<file path="src/cache_macros.svh">
// cache geometry macros: address, word and line widths, set and way counts
`ifndef CACHE_MACROS_SVH
`define CACHE_MACROS_SVH

`define ADDR_W 32
`define WORD_W 32

`define WORDS_PER_LINE 8
`define SET_COUNT 16
`define WAY_COUNT 2

// derived address fields, tag + index + byte offset = ADDR_W
`define INDEX_W 4
`define OFFSET_W 5
`define TAG_W 23

`endif

</file>
<file path="src/cachePkg.sv">
// cachePkg: address fields, line union, request/response, memory and way structs
`include "cache_macros.svh"

package cachePkg;

	localparam int WORD_SEL_W = $clog2(`WORDS_PER_LINE);
	localparam int WAY_SEL_W = (`WAY_COUNT > 1) ? $clog2(`WAY_COUNT) : 1;

	typedef struct packed {
		logic [`TAG_W-1:0] tag;
		logic [`INDEX_W-1:0] index;
		logic [`OFFSET_W-1:0] offset; // byte offset in line
	} addrFields_t;

	// memory moves the flat word, the ways pick single words
	typedef union packed {
		logic [`WORDS_PER_LINE*`WORD_W-1:0] flat;
		logic [`WORDS_PER_LINE-1:0][`WORD_W-1:0] words;
	} lineData_u;

	typedef struct packed {
		logic write;
		addrFields_t addr;
		logic [`WORD_W-1:0] data;
	} cpuReq_t;

	typedef struct packed {
		logic [`WORD_W-1:0] data;
	} cpuRsp_t;

	typedef struct packed {
		logic [`TAG_W-1:0] tag;
		logic [`INDEX_W-1:0] index;
	} lineAddr_t;

	typedef struct packed {
		lineAddr_t addr;
		lineData_u line;
	} wbReq_t;

	typedef enum logic [2:0] {
		opNone,
		opTouch,
		opWriteWord,
		opFill,
		opInvalidate
	} wayOp_t;

	typedef struct packed {
		logic [WAY_SEL_W-1:0] way;
		wayOp_t op;
		logic [`INDEX_W-1:0] index;
		logic [`TAG_W-1:0] tag;
		logic [WORD_SEL_W-1:0] wordSel;
		logic [`WORD_W-1:0] wrWord;
		lineData_u fillLine;
	} wayCmd_t;

	typedef struct packed {
		logic tagMatch;
		logic valid;
		logic dirty;
		logic recent; // set when another way was used after this one
		logic [`TAG_W-1:0] tag;
		lineData_u line;
	} wayStatus_t;

endpackage

</file>
<file path="src/wayMerge.sv">
// wayMerge: hit detection, read word select and victim choice over all way statuses
`timescale 1ns/1ps
`include "cache_macros.svh"

module wayMerge import cachePkg::*; (
	input logic clk,
	input logic reset,
	input wayStatus_t wayStatus [`WAY_COUNT],
	input logic [WORD_SEL_W-1:0] wordSel,
	output logic hit,
	output logic [WAY_SEL_W-1:0] hitWay,
	output logic [`WORD_W-1:0] readWord,
	output logic [WAY_SEL_W-1:0] victimWay,
	output logic victimDirty,
	output lineData_u victimLine,
	output logic [`TAG_W-1:0] victimTag
);

	logic [`WAY_COUNT-1:0] hitVec;

	always_comb begin
		hit = 1'b0;
		hitWay = '0;
		for (int w = 0; w < `WAY_COUNT; w++) begin
			hitVec[w] = wayStatus[w].valid && wayStatus[w].tagMatch;
			if (hitVec[w]) begin
				hit = 1'b1;
				hitWay = WAY_SEL_W'(w);
			end
		end
		readWord = wayStatus[hitWay].line.words[wordSel];
	end

	// downward loops so the lowest way wins
	always_comb begin
		victimWay = '0;
		for (int w = `WAY_COUNT - 1; w >= 0; w--) begin
			if (wayStatus[w].recent)
				victimWay = WAY_SEL_W'(w);
		end
		for (int w = `WAY_COUNT - 1; w >= 0; w--) begin
			if (!wayStatus[w].valid) // free way beats lru
				victimWay = WAY_SEL_W'(w);
		end
		victimDirty = wayStatus[victimWay].valid && wayStatus[victimWay].dirty;
		victimLine = wayStatus[victimWay].line;
		victimTag = wayStatus[victimWay].tag;
	end

	assert property (@(posedge clk) disable iff (reset) $onehot0(hitVec))
		else $error("line resident in more than one way: %b", hitVec);

endmodule
</file>
<file path="config.mk">
export PLATFORM = sky130hd
export DESIGN_NAME = wayMerge
export DESIGN_NICKNAME = d
export VERILOG_FILES = /design/src/cachePkg.sv /design/src/wayMerge.sv
export VERILOG_INCLUDE_DIRS = /design/src
export SDC_FILE = /design/constraint.sdc
export NUM_CORES = 1
export LEC_CHECK = 0
export ABC_CLOCK_PERIOD_IN_PS = 2740
export BUFFER_PORTS_ARGS = -buffer_cell sky130_fd_sc_hd__buf_4
export CAP_MARGIN = 40
export CELL_PAD_IN_SITES_DETAIL_PLACEMENT = 1
export CELL_PAD_IN_SITES_GLOBAL_PLACEMENT = 1
export CORE_AREA = 2 2 341 343
export DETAILED_ROUTE_END_ITERATION = 8
export DIE_AREA = 0 0 343 345
export PLACE_DENSITY_LB_ADDON = 0.1
export SYNTH_ARGS = -nofsm -noshare
export SYNTH_HDL_FRONTEND = slang
export SYNTH_SLANG_ARGS = --single-unit
</file>
<file path="constraint.sdc">
create_clock -name vclk -period 2.74
set_clock_uncertainty 0.05 [all_clocks]
set_input_delay 0.411 -clock vclk [all_inputs]
set_output_delay 0.411 -clock vclk [all_outputs]
set_load 0.02 [all_outputs]
</file>
==> results.txt <==
Startpoint Class: input port
Register Area: 0 um2
PortBufs: 884
post-synthesis mux area share: 42.7%
Crit path max-delay family: buffers and inverters
Netlist cell types: 18
Design Area, Final: 0.0191 mm2
NumNets Final: 2573
Max-slew headroom: 64.5%
Cell Area, Placed: 0.0181 mm2
CP max-delay cell: bufbuf_16
hold crit path type: in2out
Peak Freq: 371 MHz
drt first-iter violations: 428
sequential cells: 0
largest net degree at the start of global routing: 35
DRC Markers: 0
Power Density: 217 mW/mm2
Setup WS post-layout: 0.0459 ns
worst slew pin tran: 0.532 ns
Hold Fails Final Rpt: 0
largest family of logic cells by synthesized area: multiplexers
Post-CTS Hold Fix Bufs: 0
GRT overflow: 0
GRT Max-Usage Layer: met2
fin crit share: 98.3%
P&R area growth vs syn: 132%
post-layout util: 16.6%
Total Power: 4.15 mW
Final Slew Violations: 0
vias in the first global route: 14800
Synth Area in Compound Gates: 23.5%
Max FO, Critical Path: 18
Horiz. Die Dim: 343 um
RePlAce Congestion: 0.807
WL/cell: 25.3 um
router iterations before antenna repair: 4
largest cells by area after synthesis: mux2_2 43%, a211oi_1 23%, and3_1 19%
routed vias: 13100
first-pass GRT wire length: 120 mm
Critical Path AT: 2.23 ns
Initial Utilization: 7.15%
gr usage total: 14.2%
M3 GR Usage: 1.81%
Clock Power Share: 0%
crit-path cells: buf_12 -> buf_16 -> bufbuf_16 -> and3_1 -> a211oi_1 -> nor4_1 -> buf_4 -> mux2_2 -> buf_4
Cell Area, Synth: 0.00823 mm2
largest area contributor in the netlist: mux2_2
Max-Cap Viols: 0
synth warn: 0
Detailed Route WL: 89.4 mm
Core Area: 0.115 mm2
Sequential Power Share: 0%
die area: 0.118 mm2
Slowest Stage Delay on Critical Path: 0.31 ns
CLK BUF: 0
GRT met2 Usage: 28.6%
Sw Share: 50.6%
commonest non-fill, non-tap cells in the layout: 1047 x buf_4, 309 x mux2_2, 256 x and3_1
outcome: finished clean
Finish-stage setup viols: 0
FP Rows: 125
IO Pins: 886
Routed Antenna Nets: 0
Setup WS pre-CTS: -0.444 ns
Worst VDD drop: 0.0000813 V
DP HPWL: 75.9 mm
adder-cell area share of the yosys netlist: 0%
leakage power: 8.74 nW
critical path type: in2out
sequential share of the synthesized area: 0%
Filler cells: 13700
vias per cell: 3.72
Comb pwr share: 100.0%
post-synthesis xor/xnor area fraction: 0%
antenna violations before repair: 10
Die Height: 345 um
hold_ws: 1.08 ns
commonest non-fill, non-tap cell in the layout: buf_4
CP Buf/Inv Count: 5
unrepaired setup endpoints after global routing: yes
Internal: 2.05 mW
Syn Nets: 1618
Critical Path End Type: primary output
Cells after Synth: 1047
global routing usage on met1: 15.6%
Switch Pwr: 2.10 mW
fraction of layout cells with a size suffix above 1: 75.1%
Synth Area in Simple Gates: 24.9%
Final min period: 2.69 ns
syn_area_per_cell: 7.86 um2
critical path required time: 2.28 ns
Yosys top cell area share: 42.6%
multi-input logic area: 0.00817 mm2
most frequent CP cell: buf_4
## area by class of cell
cell class / instances / area share (%)
Multi-Input combinational cell: 899 / 42.8
Timing Repair Buffer: 1100 / 47.1
Inverter: 1 / 0.0197
Tap cell: 1524 / 9.99
Antenna cell: 8 / 0.105
## final timing paths
check / startpoint / to / cells after the start
worst min-delay path: wayStatus[565] / hit / 4
worst max-delay path: wayStatus[282] / readWord[17] / 9
## cells by family after synthesis
| kind of cell | after synthesis |
|---|---|
| and+or+nand+nor | 330 |
| buffers and inverters | 148 |
| muxes | 312 |
| AOI/OAI and AO/OA | 257 |
## power by group through the flow
stage | Sequential, mW | Combinational [mW] | Clock, mW
after floorplan | 0 | 1.64 | 0
after global placement | 0 | 4.06 | 0
after detailed placement | 0 | 4.06 | 0
after CTS | 0 | 4.24 | 0
after global routing | 0 | 4.42 | 0.000000244
final | 0 | 4.15 | 0.000000344
## layer usage
layer  part of all wire [%]  wire length (um)  vias to the layer above
met5                      0                 0                        -
met1                     38             33700                     6455
met4                    1.6              1390                        0
met3                    4.7              4220                       38
li1                       -                 -                     6163
met2                     56             50200                      470
## per-stage QoR
| step | setup TNS [ns] | std cells |
|---|---|---|
| 5_1_grt | -0.106 | 3529 |
| 2_1_floorplan | 0 | 1047 |
| 6_report | 0 | 3532 |
| 3_3_place_gp | -4.94 | 3500 |
| 3_5_place_dp | -4.47 | 3503 |
| 4_1_cts | -0.0707 | 3525 |
## synth_stat cells, types with 2 or more instances
library cell,n
buf_1,2
mux2_2,311
and3_1,256
a211oi_1,256
nand2b_1,3
clkbuf_2,4
buf_6,2
buf_4,24
nand2_1,4
buf_2,54
nor4_1,64
clkbuf_1,61
## what timing repair did
| action | CTS | global route |
|---|---|---|
| setup endpoints to repair | 24 | 25 |
| buffers inserted | 15 | 0 |
| resized for setup | 62 | 44 |
| pin swaps | 12 | 6 |
| cloned | 7 | 0 |
Note: power is estimated with default switching activity, not from simulation.
