`config.mk`:
```
export PLATFORM = sky130hd
export DESIGN_NAME = cacheWay
export DESIGN_NICKNAME = d
export VERILOG_FILES = /design/src/cachePkg.sv /design/src/cacheWay.sv
export VERILOG_INCLUDE_DIRS = /design/src
export SDC_FILE = /design/constraint.sdc
export NUM_CORES = 2
export LEC_CHECK = 0
export BUFFER_PORTS_ARGS = -buffer_cell sky130_fd_sc_hd__buf_2
export CAP_MARGIN = 20
export CORE_MARGIN = 2
export CORE_UTILIZATION = 50
export CTS_CLUSTER_DIAMETER = 150
export DETAILED_ROUTE_END_ITERATION = 16
export MAX_ROUTING_LAYER = met4
export PLACE_DENSITY = 0.77
export SLEW_MARGIN = 10
export SYNTH_ARGS = -nofsm -noshare
export SYNTH_HDL_FRONTEND = slang
export SYNTH_MEMORY_MAX_BITS = 65536
export SYNTH_SLANG_ARGS = --single-unit
```
`constraint.sdc`:
```
create_clock -name clk -period 6.1 [get_ports clk]
set_input_delay 0.61 -clock clk [delete_from_list [all_inputs] [get_ports clk]]
set_output_delay 0.61 -clock clk [all_outputs]
set_load 0.01 [all_outputs]
```
`src/cache_macros.svh`:
```
// cache geometry macros: address, word and line widths, set and way counts
`ifndef CACHE_MACROS_SVH
`define CACHE_MACROS_SVH

`define ADDR_W 32
`define WORD_W 32

`define WORDS_PER_LINE 8
`define SET_COUNT 16
`define WAY_COUNT 2

// derived address fields, tag + index + byte offset = ADDR_W
`define INDEX_W 4
`define OFFSET_W 5
`define TAG_W 23

`endif

```
`src/cachePkg.sv`:
```
// cachePkg: address fields, line union, request/response, memory and way structs
`include "cache_macros.svh"

package cachePkg;

	localparam int WORD_SEL_W = $clog2(`WORDS_PER_LINE);
	localparam int WAY_SEL_W = (`WAY_COUNT > 1) ? $clog2(`WAY_COUNT) : 1;

	typedef struct packed {
		logic [`TAG_W-1:0] tag;
		logic [`INDEX_W-1:0] index;
		logic [`OFFSET_W-1:0] offset; // byte offset in line
	} addrFields_t;

	// memory moves the flat word, the ways pick single words
	typedef union packed {
		logic [`WORDS_PER_LINE*`WORD_W-1:0] flat;
		logic [`WORDS_PER_LINE-1:0][`WORD_W-1:0] words;
	} lineData_u;

	typedef struct packed {
		logic write;
		addrFields_t addr;
		logic [`WORD_W-1:0] data;
	} cpuReq_t;

	typedef struct packed {
		logic [`WORD_W-1:0] data;
	} cpuRsp_t;

	typedef struct packed {
		logic [`TAG_W-1:0] tag;
		logic [`INDEX_W-1:0] index;
	} lineAddr_t;

	typedef struct packed {
		lineAddr_t addr;
		lineData_u line;
	} wbReq_t;

	typedef enum logic [2:0] {
		opNone,
		opTouch,
		opWriteWord,
		opFill,
		opInvalidate
	} wayOp_t;

	typedef struct packed {
		logic [WAY_SEL_W-1:0] way;
		wayOp_t op;
		logic [`INDEX_W-1:0] index;
		logic [`TAG_W-1:0] tag;
		logic [WORD_SEL_W-1:0] wordSel;
		logic [`WORD_W-1:0] wrWord;
		lineData_u fillLine;
	} wayCmd_t;

	typedef struct packed {
		logic tagMatch;
		logic valid;
		logic dirty;
		logic recent; // set when another way was used after this one
		logic [`TAG_W-1:0] tag;
		lineData_u line;
	} wayStatus_t;

endpackage

```
`src/cacheWay.sv`:
```
// cacheWay: tag, flag and line storage of one way, command decode and status lookup
`timescale 1ns/1ps
`include "cache_macros.svh"

module cacheWay import cachePkg::*; #(
	parameter int wayId = 0
) (
	input logic clk,
	input logic reset,
	input wayCmd_t wayCmd,
	output wayStatus_t status
);

	logic [`TAG_W-1:0] tagMem [`SET_COUNT];
	lineData_u lineMem [`SET_COUNT];
	logic [`SET_COUNT-1:0] validBits;
	logic [`SET_COUNT-1:0] dirtyBits;
	logic [`SET_COUNT-1:0] recentBits;
	logic isTarget;
	logic usesLine;

	assign isTarget = (wayCmd.way == WAY_SEL_W'(wayId));
	// accesses that move the lru marking
	assign usesLine = (wayCmd.op == opTouch) || (wayCmd.op == opWriteWord) ||
		(wayCmd.op == opFill);

	always_comb begin
		status.tagMatch = (tagMem[wayCmd.index] == wayCmd.tag);
		status.valid = validBits[wayCmd.index];
		status.dirty = dirtyBits[wayCmd.index];
		status.recent = recentBits[wayCmd.index];
		status.tag = tagMem[wayCmd.index];
		status.line = lineMem[wayCmd.index];
	end

	always_ff @(posedge clk) begin
		if (isTarget && wayCmd.op == opFill) begin
			tagMem[wayCmd.index] <= wayCmd.tag;
			lineMem[wayCmd.index] <= wayCmd.fillLine;
		end else if (isTarget && wayCmd.op == opWriteWord) begin
			lineMem[wayCmd.index].words[wayCmd.wordSel] <= wayCmd.wrWord;
		end
	end

	always_ff @(posedge clk) begin
		if (reset) begin
			validBits <= '0;
			dirtyBits <= '0;
			recentBits <= '0;
		end else begin
			if (isTarget) begin
				case (wayCmd.op)
					opFill: begin
						validBits[wayCmd.index] <= 1'b1;
						dirtyBits[wayCmd.index] <= 1'b0;
					end
					opWriteWord: dirtyBits[wayCmd.index] <= 1'b1;
					opInvalidate: begin
						if (status.tagMatch) // other lines of the set stay
							validBits[wayCmd.index] <= 1'b0;
					end
					default: ;
				endcase
			end
			if (usesLine)
				recentBits[wayCmd.index] <= !isTarget;
		end
	end

	// word writes only land on a resident line
	assert property (@(posedge clk) disable iff (reset)
		(isTarget && wayCmd.op == opWriteWord) |-> (status.valid && status.tagMatch))
		else $error("word write to set %0d without a resident line", wayCmd.index);

endmodule

```
==> qor.yml <==
synth:
  syn_avg_cell_area_um2: 24.3
  synthDistinctLibCells: 63
  ys_ff_latch: 4512
  synth_top_family_by_area: "multiplexers"
  synth_compound_area_share_pct: 0.603
  synth_edf_count: 4464
  yosysMostFrequentCell: "edfxtp_1"
  synth_nets: 7502
  synth_largest_area_cell: "edfxtp_1"
  synth_area_leaders: "edfxtp_1 77%, mux4_2 17%, mux2_2 1.8%"
  syn_area_mm2: 0.174
  synth_top_flop_cell: "edfxtp_1"
  muxShareOfSynthArea_pct: 19.8
  synthTopCellsByCount: "4,464 x edfxtp_1, 1,338 x mux4_2, 282 x mux2_2"
  yosysSeqAreaShare_pct: 77.5
  synthSimpleGateAreaFrac_pct: 0.855
  ys_warn_count: 0
  synth_xor_area_share_pct: 0.226
  postSynthCellCount: 7178
  yosysTopAreaCellShare_pct: 77.0
  synthAdderAreaFrac_pct: 0
  synthArstFlopShare_pct: 0
power_and_ir_drop:
  p_per_area_mw_per_mm2: 324
  switchingPower_uw: 14000
  p_clk_share_pct: 41.5
  p_sw_share_pct: 21.7
  leakage_uw: 0.0623
  intPower_uw: 50600
  max-vdd-ir-drop_uv: 316
  seqPwrFrac_pct: 53.1
  comb_power_share_pct: 5.5
timing:
  fmax_mhz: 193
  setup_viol_count_final: 0
  final.setup_skew_ns: 0.0231
  finalHoldViolCount: 0
  min_period_over_period_pct: 85.0
  slew_headroom_pct: 19.9
  rsz0062_at_grt: "no"
  worst_pin_slew_ns: 1.20
  setup_tns_ns: 0
  timing.hold.ws_ns: 0.0786
  slew_viol_final: 0
  period_minus_slack_ns: 5.19
global_route:
  grt-ovfl-total: 0
  grtUsageTotal_pct: 27.9
  grt_pass1_wl_mm: 669
  grt_max_degree: 152
  antenna_found_initial: 106
  grt_pass1_vias: 85565
route:
  drt-total-wl_mm: 484
  viasPerCell: 6.49
  wl_per_cell_um: 36.7
  initialDrtViolationCount: 13264
  dr_total_vias: 85747
  ant_nets: 0
  drc: 0
  first_pass_iters: 6
floorplanning:
  die_height_um: 594
  dieArea_mm2: 0.353
  initial_utilization_pct: 50.3
  die_w_um: 594
  num_rows: 216
  ios: 607
  core_region_area_mm2: 0.346
setup_path:
  worstPathArrival_ns: 4.58
  crit_path_end_kind: "output pin"
  critPathKind: "input pin to output pin"
  startpoint_type: "input pin"
  crit_required_ns: 5.49
  cp_max_fo: 91
finish:
  layout.nets: 8403
  drive_above_1_share_pct: 38.9
  nFillCells: 23508
  final_cells: 13214
  syn_to_final_growth_pct: 14.4
placed_design:
  dp_cells: 12219
  port_buffers: 606
  gp_congestion: 0.826
  detailed_place_hpwl_mm: 258
clocking:
  clock_latency_ns: 0.96
  cts_setup_buffers: 0
  path_clk_slew_ns: 0.06
  cts_buffer_depth: 4
  h-tree-depth: 5
  cts_tree: "done"
  clock_sinks: 4512
  root_buffer: "clkbuf_16"
  cts_buffers: 426
  post_cts_resized: 0
run:
  drv_cap: 0
hold_path:
  worstHoldPathType: "input pin to flop"
outcome:
  status: "finished, final reports clean"
-- critical path: stages --
cell	delay [ns]
buf_8	0.61
buf_4	0.53
mux4_2	0.38
mux2i_1	0.31
xnor2_1	0.14
nor2_1	0.13
a32oi_1	0.17
nor4b_1	0.56
nand4_4	0.41
inv_1	0.39
buf_2	0.21
-- sequential cells by signal (all words and copies together), names as in the netlist, named ones only --
register,count
recentBits,16
lineMem,4096
tagMem,368
-- power groups by stage --
stage               logic (µW)  clock network, µW  registers, µW
finish                    3530              26800          34200
global route              3700              28000          34200
CTS                       3520              26900          34200
detailed placement        3470                  0          34900
global placement          3380                  0          34900
floorplan                 2020                  0          34900
-- per-layer routing --
layer  vias to the layer above  GRT usage, %  wire length [µm]
met5                         -             -                 0
met4                         0          11.3             19500
met3                       949          7.96             66500
met2                      6588          42.8            236000
met1                     45192          35.2            162000
li1                      33018             -                 -
-- cells by family after synthesis --
| family | Yosys count |
|---|---|
| AND/OR/NAND/NOR | 342 |
| flip-flops | 4512 |
| multiplexers | 1714 |
| buffers and inverters | 411 |
| AO/OA/AOI/OAI | 154 |
| XOR/XNOR | 45 |
-- through the flow --
stage | worst slack (ns) | total power [µW] | util [%] | area (µm²)
after global placement | 0.991 | 38300 | 53.3 | 185000
final | 0.912 | 64500 | 57.5 | 199000
after detailed placement | 1.04 | 38400 | 53.3 | 185000
after CTS | 1.00 | 64700 | 57.4 | 199000
after global routing | 0.821 | 66000 | 57.5 | 199000
after floorplan | 1.90 | 36900 | - | 174000
-- path summary, 6_finish.rpt --
kind                            slack, ns  depth (start not counted)       endpoint           from
worst max-delay path                 0.91                         11    status[282]    wayCmd[317]
worst min-delay path                 0.08                          1   tagMem[8][2]    wayCmd[293]
worst min register to register       0.49                          2  recentBits[6]  recentBits[6]
worst max register to register       2.73                          8           flop  tagMem[4][15]
-- layout make-up --
cell class | count | area, µm² | area share, %
tap | 4578 | 5730 | 2.87
clock buffer | 517 | 11100 | 5.56
timing repair buffer | 880 | 5530 | 2.78
sequential | 4512 | 135000 | 67.7
clock inverter | 259 | 2920 | 1.46
antenna | 209 | 523 | 0.262
inverter | 4 | 15.0 | 0.00753
multi-input combinational | 2255 | 38500 | 19.3
-- placed cells by master (no fill, tap or decap), drive strengths merged, types with 46 or more instances in the layout --
| cell type | Yosys | layout |
|---|---|---|
| nor2 | 207 | 207 |
| dfxtp | 48 | 48 |
| clkinv | 2 | 177 |
| clkbuf | 259 | 517 |
| mux2 | 282 | 282 |
| buf | 146 | 872 |
| mux4 | 1348 | 1348 |
| edfxtp | 4464 | 4464 |
| bufinv | 0 | 46 |
| diode | 0 | 209 |
| nand2 | 61 | 61 |
| mux2i | 84 | 84 |
-- what timing repair did --
action	4_1_cts	5_1_grt
hold buffers	8	0
setup endpoints to repair	0	0
endpoints found under the hold margin	98	0
Power figures use the tool's default switching activity.
