### src/cache_macros.svh
// cache geometry macros: address, word and line widths, set and way counts
`ifndef CACHE_MACROS_SVH
`define CACHE_MACROS_SVH

`define ADDR_W 32
`define WORD_W 32

`define WORDS_PER_LINE 8
`define SET_COUNT 16
`define WAY_COUNT 2

// derived address fields, tag + index + byte offset = ADDR_W
`define INDEX_W 4
`define OFFSET_W 5
`define TAG_W 23

`endif

### src/cachePkg.sv
// cachePkg: address fields, line union, request/response, memory and way structs
`include "cache_macros.svh"

package cachePkg;

	localparam int WORD_SEL_W = $clog2(`WORDS_PER_LINE);
	localparam int WAY_SEL_W = (`WAY_COUNT > 1) ? $clog2(`WAY_COUNT) : 1;

	typedef struct packed {
		logic [`TAG_W-1:0] tag;
		logic [`INDEX_W-1:0] index;
		logic [`OFFSET_W-1:0] offset; // byte offset in line
	} addrFields_t;

	// memory moves the flat word, the ways pick single words
	typedef union packed {
		logic [`WORDS_PER_LINE*`WORD_W-1:0] flat;
		logic [`WORDS_PER_LINE-1:0][`WORD_W-1:0] words;
	} lineData_u;

	typedef struct packed {
		logic write;
		addrFields_t addr;
		logic [`WORD_W-1:0] data;
	} cpuReq_t;

	typedef struct packed {
		logic [`WORD_W-1:0] data;
	} cpuRsp_t;

	typedef struct packed {
		logic [`TAG_W-1:0] tag;
		logic [`INDEX_W-1:0] index;
	} lineAddr_t;

	typedef struct packed {
		lineAddr_t addr;
		lineData_u line;
	} wbReq_t;

	typedef enum logic [2:0] {
		opNone,
		opTouch,
		opWriteWord,
		opFill,
		opInvalidate
	} wayOp_t;

	typedef struct packed {
		logic [WAY_SEL_W-1:0] way;
		wayOp_t op;
		logic [`INDEX_W-1:0] index;
		logic [`TAG_W-1:0] tag;
		logic [WORD_SEL_W-1:0] wordSel;
		logic [`WORD_W-1:0] wrWord;
		lineData_u fillLine;
	} wayCmd_t;

	typedef struct packed {
		logic tagMatch;
		logic valid;
		logic dirty;
		logic recent; // set when another way was used after this one
		logic [`TAG_W-1:0] tag;
		lineData_u line;
	} wayStatus_t;

endpackage

### src/cacheController.sv
// cacheController: request FSM, miss sequencing, memory handshakes, way commands, response
`timescale 1ns/1ps
`include "cache_macros.svh"

module cacheController import cachePkg::*; (
	input logic clk,
	input logic reset,
	input cpuReq_t cpuReq,
	input logic cpuReqValid,
	output logic cpuReqReady,
	output cpuRsp_t cpuRsp,
	output logic rspValid,
	input logic rspReady,
	output lineAddr_t fillReq,
	output logic fillReqValid,
	input logic fillReqReady,
	input lineData_u fillLine,
	input logic fillValid,
	output wbReq_t wbReq,
	output logic wbValid,
	input logic wbReady,
	input lineAddr_t invAddr,
	input logic invValid,
	output logic invReady,
	output wayCmd_t wayCmd,
	input logic hit,
	input logic [WAY_SEL_W-1:0] hitWay,
	input logic [`WORD_W-1:0] readWord,
	input logic [WAY_SEL_W-1:0] victimWay,
	input logic victimDirty,
	input lineData_u victimLine,
	input logic [`TAG_W-1:0] victimTag
);

	typedef enum logic [2:0] {
		stIdle,
		stLookup,
		stWriteback,
		stFillRequest,
		stFillWait,
		stComplete,
		stRespond
	} state_t;

	state_t state;
	cpuReq_t reqReg;
	cpuRsp_t rspReg;
	wbReq_t wbReg;
	logic [WAY_SEL_W-1:0] victimWayReg;
	logic reqFire;
	logic invFire;

	assign invReady = (state == stIdle);
	assign cpuReqReady = (state == stIdle) && !invValid; // snoops go first
	assign reqFire = cpuReqValid && cpuReqReady;
	assign invFire = invValid && invReady;

	assign cpuRsp = rspReg;
	assign wbReq = wbReg;
	assign fillReq.tag = reqReg.addr.tag;
	assign fillReq.index = reqReg.addr.index;

	always_comb begin
		wayCmd.way = hitWay;
		wayCmd.op = opNone;
		wayCmd.index = reqReg.addr.index;
		wayCmd.tag = reqReg.addr.tag;
		wayCmd.wordSel = reqReg.addr.offset[`OFFSET_W-1 -: WORD_SEL_W];
		wayCmd.wrWord = reqReg.data;
		wayCmd.fillLine = fillLine;
		case (state)
			stIdle: begin
				if (invValid) begin
					wayCmd.index = invAddr.index;
					wayCmd.tag = invAddr.tag;
					if (invFire)
						wayCmd.op = opInvalidate;
				end else begin
					// lookup runs in the accept cycle
					wayCmd.index = cpuReq.addr.index;
					wayCmd.tag = cpuReq.addr.tag;
					wayCmd.wordSel = cpuReq.addr.offset[`OFFSET_W-1 -: WORD_SEL_W];
					wayCmd.wrWord = cpuReq.data;
					if (reqFire && hit)
						wayCmd.op = cpuReq.write ? opWriteWord : opTouch;
				end
			end
			stFillWait: begin
				wayCmd.way = victimWayReg;
				if (fillValid)
					wayCmd.op = opFill;
			end
			stComplete: wayCmd.op = reqReg.write ? opWriteWord : opTouch; // now a hit
			default: ;
		endcase
	end

	always_ff @(posedge clk) begin
		if (reset) begin
			state <= stIdle;
			rspValid <= 1'b0;
			fillReqValid <= 1'b0;
			wbValid <= 1'b0;
		end else begin
			case (state)
				stIdle: begin
					if (reqFire && hit) begin
						rspValid <= 1'b1;
						state <= stRespond;
					end else if (reqFire) begin
						state <= stLookup;
					end
				end
				stLookup: begin
					if (victimDirty) begin
						wbValid <= 1'b1;
						state <= stWriteback;
					end else begin
						fillReqValid <= 1'b1;
						state <= stFillRequest;
					end
				end
				stWriteback: begin
					if (wbReady) begin
						wbValid <= 1'b0;
						fillReqValid <= 1'b1;
						state <= stFillRequest;
					end
				end
				stFillRequest: begin
					if (fillReqReady) begin
						fillReqValid <= 1'b0;
						state <= stFillWait;
					end
				end
				stFillWait: if (fillValid) state <= stComplete;
				stComplete: begin
					rspValid <= 1'b1;
					state <= stRespond;
				end
				stRespond: begin
					if (rspReady) begin
						rspValid <= 1'b0;
						state <= stIdle;
					end
				end
				default: state <= stIdle;
			endcase
		end
	end

	always_ff @(posedge clk) begin
		if (reqFire)
			reqReg <= cpuReq;
		if (state == stLookup) begin
			victimWayReg <= victimWay;
			wbReg.addr.tag <= victimTag;
			wbReg.addr.index <= reqReg.addr.index;
			wbReg.line <= victimLine;
		end
		if ((reqFire && hit) || state == stComplete)
			rspReg.data <= readWord; // don't care on writes
	end

	assert property (@(posedge clk) disable iff (reset)
		(fillReqValid && !fillReqReady) |=> (fillReqValid && $stable(fillReq)))
		else $error("fill request dropped before handshake");

endmodule

### config.mk
export PLATFORM = sky130hd
export DESIGN_NAME = cacheController
export DESIGN_NICKNAME = d
export VERILOG_FILES = /design/src/cachePkg.sv /design/src/cacheController.sv
export VERILOG_INCLUDE_DIRS = /design/src
export SDC_FILE = /design/constraint.sdc
export NUM_CORES = 1
export LEC_CHECK = 0
export ABC_AREA = 1
export BUFFER_PORTS_ARGS = -buffer_cell sky130_fd_sc_hd__buf_4
export CAP_MARGIN = 0
export CELL_PAD_IN_SITES_DETAIL_PLACEMENT = 2
export CELL_PAD_IN_SITES_GLOBAL_PLACEMENT = 2
export CORE_AREA = 3 3 523 525
export CTS_CLUSTER_DIAMETER = 40
export DETAILED_ROUTE_END_ITERATION = 10
export DIE_AREA = 0 0 526 528
export PLACE_DENSITY_LB_ADDON = 0.1
export SYNTH_ARGS = -nofsm -noshare
export SYNTH_HDL_FRONTEND = slang
export SYNTH_SLANG_ARGS = --single-unit
### constraint.sdc
create_clock -name clk -period 13.55 [get_ports clk]
set_clock_uncertainty 0.1 [all_clocks]
set_input_delay 0.6775 -clock clk [delete_from_list [all_inputs] [get_ports clk]]
set_output_delay 0.6775 -clock clk [all_outputs]
set_load 0.01 [all_outputs]
==> results of run 1 <==
## flip-flops by register name, indices dropped and copies added (netlist names)
name and count:
fillReq 27, reqReg 36, wbValid 1, rspValid 1, cpuRsp 32, fillReqValid 1, victimWayReg 1, state 3
wbReq 283
## layer usage
metal  global-route usage  vias up  wire length [um]  share of wire
met4               0.0299        6              3840          0.038
met5                    0        -                47        0.00047
met2                0.115      885             46800           0.47
met1               0.0716     5740             36400           0.36
met3               0.0405      237             12700           0.13
li1                     -     5317                 -              -
## how the worst max path moves through the flow
stage	endpoint	slack (ns)	depth (start not counted)
final	wayCmd[298]	9.19	7
after global routing	wayCmd[298]	8.64	7
after CTS	wayCmd[298]	8.67	7
after detailed placement	wayCmd[298]	9.56	7
after global placement	wayCmd[291]	9.62	7
after floorplan	fillReqValid	6.39	9
## cell type report
type / count / share of cell area
Tap cell: 3570 / 0.140
Sequential cell: 385 / 0.361
Timing Repair Buffer: 1208 / 0.315
Clock buffer: 174 / 0.119
Antenna cell: 25 / 0.00197
Inverter: 18 / 0.00275
Clock inverter: 80 / 0.0230
Multi-Input combinational cell: 273 / 0.0369
## cell families after synthesis
group | share of synthesized area
DFF | 0.768
muxes | 0.000751
and+or+nand+nor | 0.0714
buffers and inverters | 0.155
AOI/OAI and AO/OA | 0.00551
## through the flow
step | cell area (um2) | hold slack (ns) | cells | util
floorplan | 15000 | 0.352 | 975 | -
global placement | 23500 | 0.364 | 5079 | 0.0870
detailed placement | 23500 | 0.373 | 5079 | 0.0870
CTS | 31800 | 0.0256 | 5708 | 0.118
global route | 31800 | 0.0860 | 5730 | 0.118
finish | 31800 | 0.142 | 5733 | 0.118
## layout by cell type, fill, tap and decap left out, types with 3 or more instances in the layout
master / instances
clkbuf_16: 146
inv_2: 3
inv_1: 12
dfxtp_1: 6
clkinv_2: 28
edfxtp_1: 379
clkinv_8: 3
nor2_4: 3
nand3_1: 38
clkbuf_8: 3
clkinv_1: 30
diode_2: 25
buf_4: 833
nand2_1: 204
clkbuf_1: 25
inv_6: 4
bufinv_16: 10
clkinvlp_4: 3
o21ai_0: 3
dlygate4sd3_1: 375
nor2_1: 9
## critical path: stages (launching register included)
cell and delay (ns):
dfxtp_1 0.39, nor2_4 0.22, nand2_4 0.32, nor2_4 0.64
buf_4 0.73, nand2_1 0.16, nand3_1 0.15, buf_4 0.13
## report_power, final
| part | switching, mW | leakage, nW | internal [mW] |
|---|---|---|---|
| registers | 0.112 | 3.54 | 1.74 |
| clock network | 0.967 | 2.22 | 2.15 |
| logic | 1.06 | 6.35 | 0.672 |
==> results.md, run 1 <==
* Status: finished clean
* Final #Nets at 2702
* Share of cells above drive strength 1 at 0.491
* Max Transition Viols Final at 0
* Die Area at ~0.28 mm2
* Fmax at about 230 MHz
* ANT nets after route at 0
* Synth cell count leaders: edfxtp_1 (379), buf_4 (284), nand2_1 (205)
* Worst path arrival time at ~3.6 ns
* DIE HEIGHT at between 500 and 600 um
* # IOs at approximately 1.3k
* Worst Tran Pin Value at approximately 1.1 ns
* Worst setup EP type: output port
* Clock Sink Count at 385
* Syn nets at approximately 1.6k
* Die outline width at between 500 and 600 um
* Mean Syn Cell Area at between 15 and 20 um2
* Global-route wire length before repair at 131 mm
* PostCTS Resize Cnt at 0
* Netlist Area Pre-Place at roughly 0.015 mm2
* Top cell type by total area after synthesis: edfxtp_1
* Remaining routing DRC violations at 0
* Total CTS buffers at 145
* CTS Hold Bufs at between 300 and 400
* Final Critical Period at ~4.4 ns
* MaxCap Viol Count at 0
* Global route overflow at 0
* Multi-input logic area at roughly 0.0012 mm2
* R2r setup slk at ~9.7 ns
* Pre-CTS setup slack at 9.56 ns
* CORE AREA at 0.270 mm2
* Headroom to the max-slew limit at 0.261
* CTS tree: done
* Post-synthesis sequential area ratio at 0.768
* Post-CTS Setup Inserts at 0
* Synth warnings at 0
* Fin worst setup slack at 9.19 ns
* Initial antenna violation count at 40
* Final HPWL DP at between 70 and 80 mm
* Crit. Startpoint: state[1]
* Clock Path Buffers at 4
* Routed Wire Length at around 100 mm
* LEAKAGE at 12.1 nW
* RR Startpoint: state[2]
* Register-to-Register Path Depth at 5
* Drt initial violations at 380
* FP Rows at 191
* WHS Path Cells at 4
* Total power at approximately 6.7 mW
* Vias in the first global route at approximately 14k
* Worst skew pair latency at ~0.74 ns
* Setup TNS at 0 ns
* Post-synth ARST share at 0
* Post-Synthesis Cells at between 900 and 1k
* Via count at between 10k and 15k
* Routed WL per cell at 17.4 um
* Reg area at 0.0115 mm2
* Top_reg_cell synth: edfxtp_1
* Placer Congestion at between 0.7 and 0.8
* GR Util All Layers at 0.0696
* Final hold vios at 0
* Port bufs at ~830
* HP Class: primary input to register
* RSZ-0062 raised after global routing: false
* PD cells at around 210 mW/mm2
* Worst EP required at ~13 ns
* Hold_sp: fillReqReady
* Top-area cell type share of the netlist area at 0.760
* Crit Path Category: register to output port
* Worst vdd ir at between 0.0001 and 0.00015 V
* Vias per cell at between 2 and 2.5
* # setup viols final at 0
* FF-to-FF End: wbReq[19]
* Clk root buf: clkbuf_16
* Initial core utilization at 0.0555
* Fin crit share at 0.322
* Post-synthesis cell type count at 28
* CP Max Fanout at 50
* Largest net degree at the start of global routing at 71
* Area grow syn2layout at 112%
* Synth top area cells: edfxtp_1 (76%), buf_4 (14%), nand2_1 (5.1%), nand3_1 (1.3%), dfxtp_1 (0.80%)
* Synth Register Bits at approximately 390
* Most instantiated library cell after synthesis: edfxtp_1
* Post-synth EDFFs at 379
* Hold path endpoint: state[0]
* Clk slew on worst S/H paths at roughly 0.040 ns
* CP Launch Type: register
* CTS H-tree lvls at 4
* Filler cells at slightly above 30k
* Detailed Routing Iterations Pass 1 at 4
No activity file was read; power rests on OpenSTA's default activity.
==> run 2: changes to the inputs <==
ABC_AREA = 0   (was 1)
CORE_AREA = 3 3 520 522   (was 3 3 523 525)
DIE_AREA = 0 0 523 525   (was 0 0 526 528)
clock period = 4.15 ns   (was 13.55 ns; I/O delays follow)
==> results.md, run 2 <==
* Worst Tran Pin Value at 1.24 ns (+0.132 ns)
* Post-synth ARST share at 0 (unchanged)
* Crit. Startpoint: state[1]
* Synth top area cells: edfxtp_1 (76%), buf_4 (14%), mux2_2 (2.6%), mux2i_1 (1.9%), a21oi_1 (1.0%)
* Status: finished clean
* Placer Congestion at 0.721 (-0.77%)
* PD cells at 610 mW/mm2 (+190%)
* Dpl cells at 4925 (-3.0%)
* Int Power at 14.1 mW (+210%)
* Most instantiated library cell after synthesis: edfxtp_1
* Worst path arrival time at 2.89 ns (-0.69 ns)
* Netlist Area Pre-Place at 0.0150 mm2 (about the same)
* Sw frac at 0.292 (-0.0281)
* Worst setup EP type: output port
* Worst EP required at 3.84 ns (-8.93 ns)
* CP Launch Type: register
* Clk root buf: clkbuf_16
* Syn nets at 1532 (-6.9%)
* Global route overflow at 0 (unchanged)
* Remaining routing DRC violations at 0 (unchanged)
* R2r setup slk at 1.53 ns (-8.21 ns)
* Port bufs at 825 (unchanged)
* Synth Register Bits at 385 (unchanged)
* MaxCap Viol Count at 0 (unchanged)
* Clock power share at 0.490 (+0.025)
* CORE AREA at 0.266 mm2 (-1.6%)
* Final Instance Count excl. Fillers at 5674 (-1.0%)
* Fin worst setup slack at 0.953 ns (-8.24 ns)
* Final Critical Period at around 3.2 ns
* Clock Sink Count at 385 (unchanged)
* Die Area at 0.275 mm2 (-1.1%)
* Largest net degree at the start of global routing at 98 (+38%)
* CP max stage delay at 0.55 ns (-0.18 ns)
* CTS tree: done
* Post-synthesis sequential area ratio at 0.767 (about the same)
* Final hold vios at 0 (unchanged)
* # setup viols final at 0 (unchanged)
* Routed WL per cell at 16.9 um (-2.9%)
* Commonest non-fill, non-tap cell in the layout: buf_4
* LEAKAGE at 12.2 nW (+1.0%)
* Die outline width at 523 um (-0.57%)
* Area grow syn2layout at 118%
* GR Util All Layers at 0.0669 (-0.00273)
* FP Rows at 189 (-1.0%)
* Post-Synthesis Cells at 861 (-12%)
* Total CTS buffers at 146 (+0.69%)
* Commonest cells after routing, fill and taps aside: buf_4 (828), dlygate4sd3_1 (484), edfxtp_1 (379)
* Worst path cell trace: nor4_4, buf_4, mux2_2, buf_4
* Worst skew pair latency at 0.71 ns (-0.03 ns)
* Fmax at 313 MHz
* CP Max Fanout at 36 (-28%)
* HP Class: primary input to register
* Seq pwr share at 0.284 (+0.008)
* Top-area cell type share of the netlist area at 0.759 (about the same)
* RSZ-0062 raised after global routing: false
* Filler cells at 30.4k (-2.1%)
* DIE HEIGHT at 525 um (-0.57%)
* FF-to-FF End: state[2]
* Drt initial violations at 353 (-7.1%)
* Worst vdd ir at 0.000283 V (+180%)
* Synth cell count leaders: edfxtp_1 (379), buf_4 (283), mux2_2 (34)
* Setup TNS at 0 ns (unchanged)
* Synth warnings at 0 (unchanged)
* Headroom to the max-slew limit at 0.171 (-0.0901)
* Max reg flops at 283 (unchanged)
* Vias per cell at 2.14 (+0.91%)
* Top_reg_cell synth: edfxtp_1
* Post-synthesis cell type count at 33 (+18%)
* Multi-input logic area at 0.00128 mm2 (+8.7%)
* Total power at 20.0 mW (+200%)
* Detailed Routing Iterations Pass 1 at 4 (unchanged)
* Pre-CTS setup slack at 1.35 ns (-8.21 ns)
* ANT nets after route at 0 (unchanged)
* Global-route wire length before repair at 126 mm (-4.1%)
* Switching power at 5.83 mW (+170%)
* Final HPWL DP at 75.0 mm (-4.6%)
* Register-to-Register Path Depth at 5 (unchanged)
* Slowest CP cell: dfxtp_1
* CTS H-tree lvls at 4 (unchanged)
* Crit path top cell by count: buf_4
* Final #Nets at 2695 (-0.26%)
* Max Transition Viols Final at 0 (unchanged)
* Top cell type by total area after synthesis: edfxtp_1
* Clk slew on worst S/H paths at 0.04 ns (about the same)
* Clock Path Buffers at 4 (unchanged)
* Worst setup path end: wayCmd[288]
* Reg area at 0.0115 mm2 (about the same)
* Mean Syn Cell Area at 17.4 um2 (+13%)
* Share of total power in combinational logic at 0.226 (-0.033)
* Share of cells above drive strength 1 at 0.496 (+0.00536)
* RR Startpoint: state[1]
* Via count at 12.2k (-0.13%)
* Initial antenna violation count at 33 (-18%)
* Initial core utilization at 0.0564 (+0.000892)
* WHS at 0.0848 ns (-0.0575 ns)
* Routed Wire Length at 96.0 mm (-3.9%)
* Vias in the first global route at 14.3k (+1.6%)
* Fin crit share at 0.770
* # IOs at 1340 (unchanged)
* Post-synth EDFFs at 379 (unchanged)
* Crit Path Category: register to output port
run 2: cell types whose count changed after synthesis, moves of 3 or more:
cell      before  now
nand2_1      205    9
mux2_2         1   34
nand3_1       38    6
a21oi_1        2   30
mux2i_1        0   28
nor2_1        10   33
inv_1         13    3
clkbuf_1       1    6
a31oi_1        0    4
buf_2         10    7
inv_2          3    0
nand2b_1       0    3
run 2: worst min path at each step:
stage	start	to	slack, ns	cells past startpoint
after floorplan	reset	fillReqValid	0.18	1
after global placement	victimLine[248]	wbReq[248]	0.29	1
after detailed placement	victimLine[245]	wbReq[245]	0.29	1
after CTS	readWord[31]	cpuRsp[31]	0.0002	2
after global routing	victimLine[0]	wbReq[0]	0.01	2
final	victimLine[0]	wbReq[0]	0.08	2
run 2: what timing repair did:
action | in CTS | in global routing
resized for setup | 0 | 0
hold buffers | 484 | 0
setup buffers | 0 | 0
setup endpoints to repair | 0 | 0
endpoints found under the hold margin | 381 | 0
run 2: power by group through the flow:
stage | registers, mW | logic [mW] | clock network (mW)
floorplan | 6.08 | 1.44 | 0
finish | 5.67 | 4.52 | 9.78
global route | 5.75 | 4.98 | 10.4
detailed placement | 5.75 | 4.34 | 0
global placement | 5.74 | 4.38 | 0
CTS | 5.70 | 4.80 | 10.3
run 2: per-stage QoR:
step                      utilization  cell area, um2
final                           0.123           32700
after global routing            0.123           32700
after CTS                       0.123           32700
after detailed placement       0.0885           23500
after global placement         0.0885           23500
after floorplan                     -           15000
run 2: layer usage:
metal  GRT usage  share of wire
met1      0.0691           0.37
met3      0.0441           0.15
met5           0        0.00079
met2       0.105           0.45
met4      0.0304          0.041
run 2: area by class of cell:
class                      instances  area share
inverter                           3    0.000344
clock buffer                     183       0.118
multi-input combinational        172      0.0390
timing repair buffer            1316       0.340
clock inverter                    66      0.0145
tap                             3533       0.135
antenna                           16     0.00122
sequential                       385       0.352
run 2: cells by family (layout without fill, tap and decap cells):
group	after synthesis	after routing	synth area share
DFF	385	385	0.767
buffers and inverters	304	1568	0.150
muxes	64	64	0.0458
and+or+nand+nor	58	58	0.0178
AOI/OAI and AO/OA	50	50	0.0194
other	0	16	0
run 2: worst max-delay path, delay by kind of cell, from the launching register on:
family / cells / cell delay, ns
AND/OR/NAND/NOR: 1 / 0.40
buffers and inverters: 2 / 0.66
flip-flops: 1 / 0.55
multiplexers: 1 / 0.42
==> run 3: changes to the inputs <==
clock period = 3.21 ns   (was 4.15 ns; I/O delays follow)
==> results.md, run 3 (synthesis gave the netlist of run 2 again) <==
* Status: finished clean
* Routed WL per cell at 16.9 um (-0.14%)
* HP Class: primary input to register
* Commonest cells after routing, fill and taps aside: buf_4 (836), dlygate4sd3_1 (611), edfxtp_1 (379)
* CTS H-tree lvls at 3 (-1)
* CP max stage delay at 0.39 ns (-0.16 ns)
* Via count at 12.6k (+3.2%)
* Worst path cell trace: buf_4, nor3_2, buf_12, nor2_1, a21oi_1, buf_4
* Worst path arrival time at 2.51 ns (-0.38 ns)
* CP Launch Type: register
* Slowest CP cell: a21oi_1
* Crit path top cell by count: buf_4
* Crit. Startpoint: state[1]
* Clock Sink Count at 385 (unchanged)
* CORE AREA at 0.266 mm2 (unchanged)
* Fin worst setup slack at 0.442 ns (-0.510 ns)
* Remaining routing DRC violations at 0 (unchanged)
* Share of cells above drive strength 1 at 0.472 (-0.0241)
* RSZ-0062 raised after global routing: false
* Total CTS buffers at 121 (-17%)
* CTS Hold Bufs at 611 (+26%)
* Share of total power in combinational logic at 0.246 (+0.020)
* WHS Path Cells at 2 (unchanged)
* LEAKAGE at 12.6 nW (+3.4%)
* FP Rows at 189 (unchanged)
* Crit Path Category: register to output port
* FF-to-FF End: wbReq[188]
* Largest net degree at the start of global routing at 92 (-6.1%)
* Initial core utilization at 0.0564 (unchanged)
* CTS tree: done
* PD cells at 745 mW/mm2 (+22%)
* Commonest non-fill, non-tap cell in the layout: buf_4
* Headroom to the max-slew limit at 0.589 (+0.418)
* Fin crit share at 0.862
* Post-CTS Setup Inserts at 0 (unchanged)
* Final #Nets at 2809 (+4.2%)
* Vias per cell at 2.17 (+1.1%)
* # IOs at 1340 (unchanged)
* Drt initial violations at 319 (-9.6%)
* Die Area at 0.275 mm2 (unchanged)
* Worst setup EP type: output port
* CP Max Fanout at 58 (+61%)
* Die outline width at 523 um (unchanged)
* Final Instance Count excl. Fillers at 5795 (+2.1%)
* # setup viols final at 0 (unchanged)
* RR Startpoint: state[0]
* Fmax at about 360 MHz
* Clock power share at 0.465 (-0.025)
* Area grow syn2layout at 126%
* Clk slew on worst S/H paths at 0.04 ns (about the same)
* Worst vdd ir at 0.000441 V (+56%)
* Clock Path Buffers at 3 (-1)
* ANT nets after route at 0 (unchanged)
* Final Critical Period at 2.77 ns
* Worst skew pair latency at 0.69 ns (-0.02 ns)
* Pre-CTS setup slack at 0.731 ns (-0.619 ns)
* Final HPWL DP at 77.6 mm (+3.5%)
* Placer Congestion at 0.716 (-0.72%)
* Sw frac at 0.302 (+0.0104)
* Register-to-Register Path Depth at 4 (-1)
* Worst Tran Pin Value at 0.616 ns (-0.624 ns)
* Worst setup path end: wayCmd[306]
* Clk root buf: clkbuf_16
* GR Util All Layers at 0.0686 (+0.00173)
* Port bufs at 825 (unchanged)
* DIE HEIGHT at 525 um (unchanged)
* Worst EP required at 2.95 ns (-0.89 ns)
* MaxCap Viol Count at 0 (unchanged)
* Initial antenna violation count at 30 (-9.1%)
* Dpl cells at 4937 (+0.24%)
* R2r setup slk at 1.00 ns (-0.53 ns)
* Max Transition Viols Final at 0 (unchanged)
* Switching power at 7.62 mW (+31%)
* PostCTS Resize Cnt at 0 (unchanged)
* Final hold vios at 0 (unchanged)
* Global-route wire length before repair at 129 mm (+2.5%)
* Global route overflow at 0 (unchanged)
* Detailed Routing Iterations Pass 1 at 4 (unchanged)
* Max reg flops at 283 (unchanged)
* Routed Wire Length at 97.9 mm (+2.0%)
* Vias in the first global route at 14.5k (+1.6%)
* Int Power at 17.6 mW (+24%)
* Seq pwr share at 0.290 (+0.006)
[run 3: changes by cell type in the layout (fill, tap and decap cells not counted), sizes merged, moves of 5 or more]
cell,change
dlygate4sd3,+127
bufinv,+6
clkinv,+5
clkinvlp,+7
clkbuf,-35
buf,+12
[run 3: per-stage QoR]
stage	setup TNS [ns]	power, mW	cell area, um2	hold slack, ns	utilization
5_1_grt	0	26.7	33800	0.0174	0.127
3_5_place_dp	0	13.3	23600	0.221	0.0890
2_1_floorplan	-605.51	9.73	15000	0.130	-
4_1_cts	0	26.2	33800	0.000803	0.127
6_report	0	25.2	33800	0.0904	0.127
3_3_place_gp	0	13.3	23600	0.221	0.0890
[run 3: cell type report]
type	count	area, um2
fillers	30392	232000
diodes	18	45.0
flip-flops and latches	385	11500
clock buffers	148	3150
multi-input cells	172	1280
clock inverters	81	866
inverters	3	11.3
well taps	3533	4420
repair buffers	1455	12600
[run 3: power groups by stage]
stage | combinational, mW | sequential (mW) | clock, mW
after CTS | 6.57 | 7.36 | 12.3
after floorplan | 1.87 | 7.86 | 0
final | 6.19 | 7.30 | 11.7
after global placement | 5.90 | 7.43 | 0
after global routing | 6.82 | 7.42 | 12.5
after detailed placement | 5.86 | 7.43 | 0
[run 3: layer usage]
layer,part of all wire,vias up,track usage
met5,0.00042,-,0
met4,0.030,6,0.0262
met3,0.14,188,0.0424
met2,0.47,857,0.112
met1,0.37,6013,0.0706
li1,-,5497,-
[run 3: worst max-delay path: cells and delay by family, from the launching register on]
kind | cells | cell delay, ns
buffers and inverters | 3 | 0.69
DFF | 1 | 0.33
and+or+nand+nor | 2 | 0.34
AOI/OAI and AO/OA | 1 | 0.39
[run 3: worst min-delay path by stage]
stage                          from           end
finish              victimLine[163]    wbReq[163]
global route        victimLine[163]    wbReq[163]
CTS                  victimLine[54]     wbReq[54]
detailed placement    fillLine[100]   wayCmd[100]
global placement      fillLine[100]   wayCmd[100]
floorplan                     reset  fillReqValid
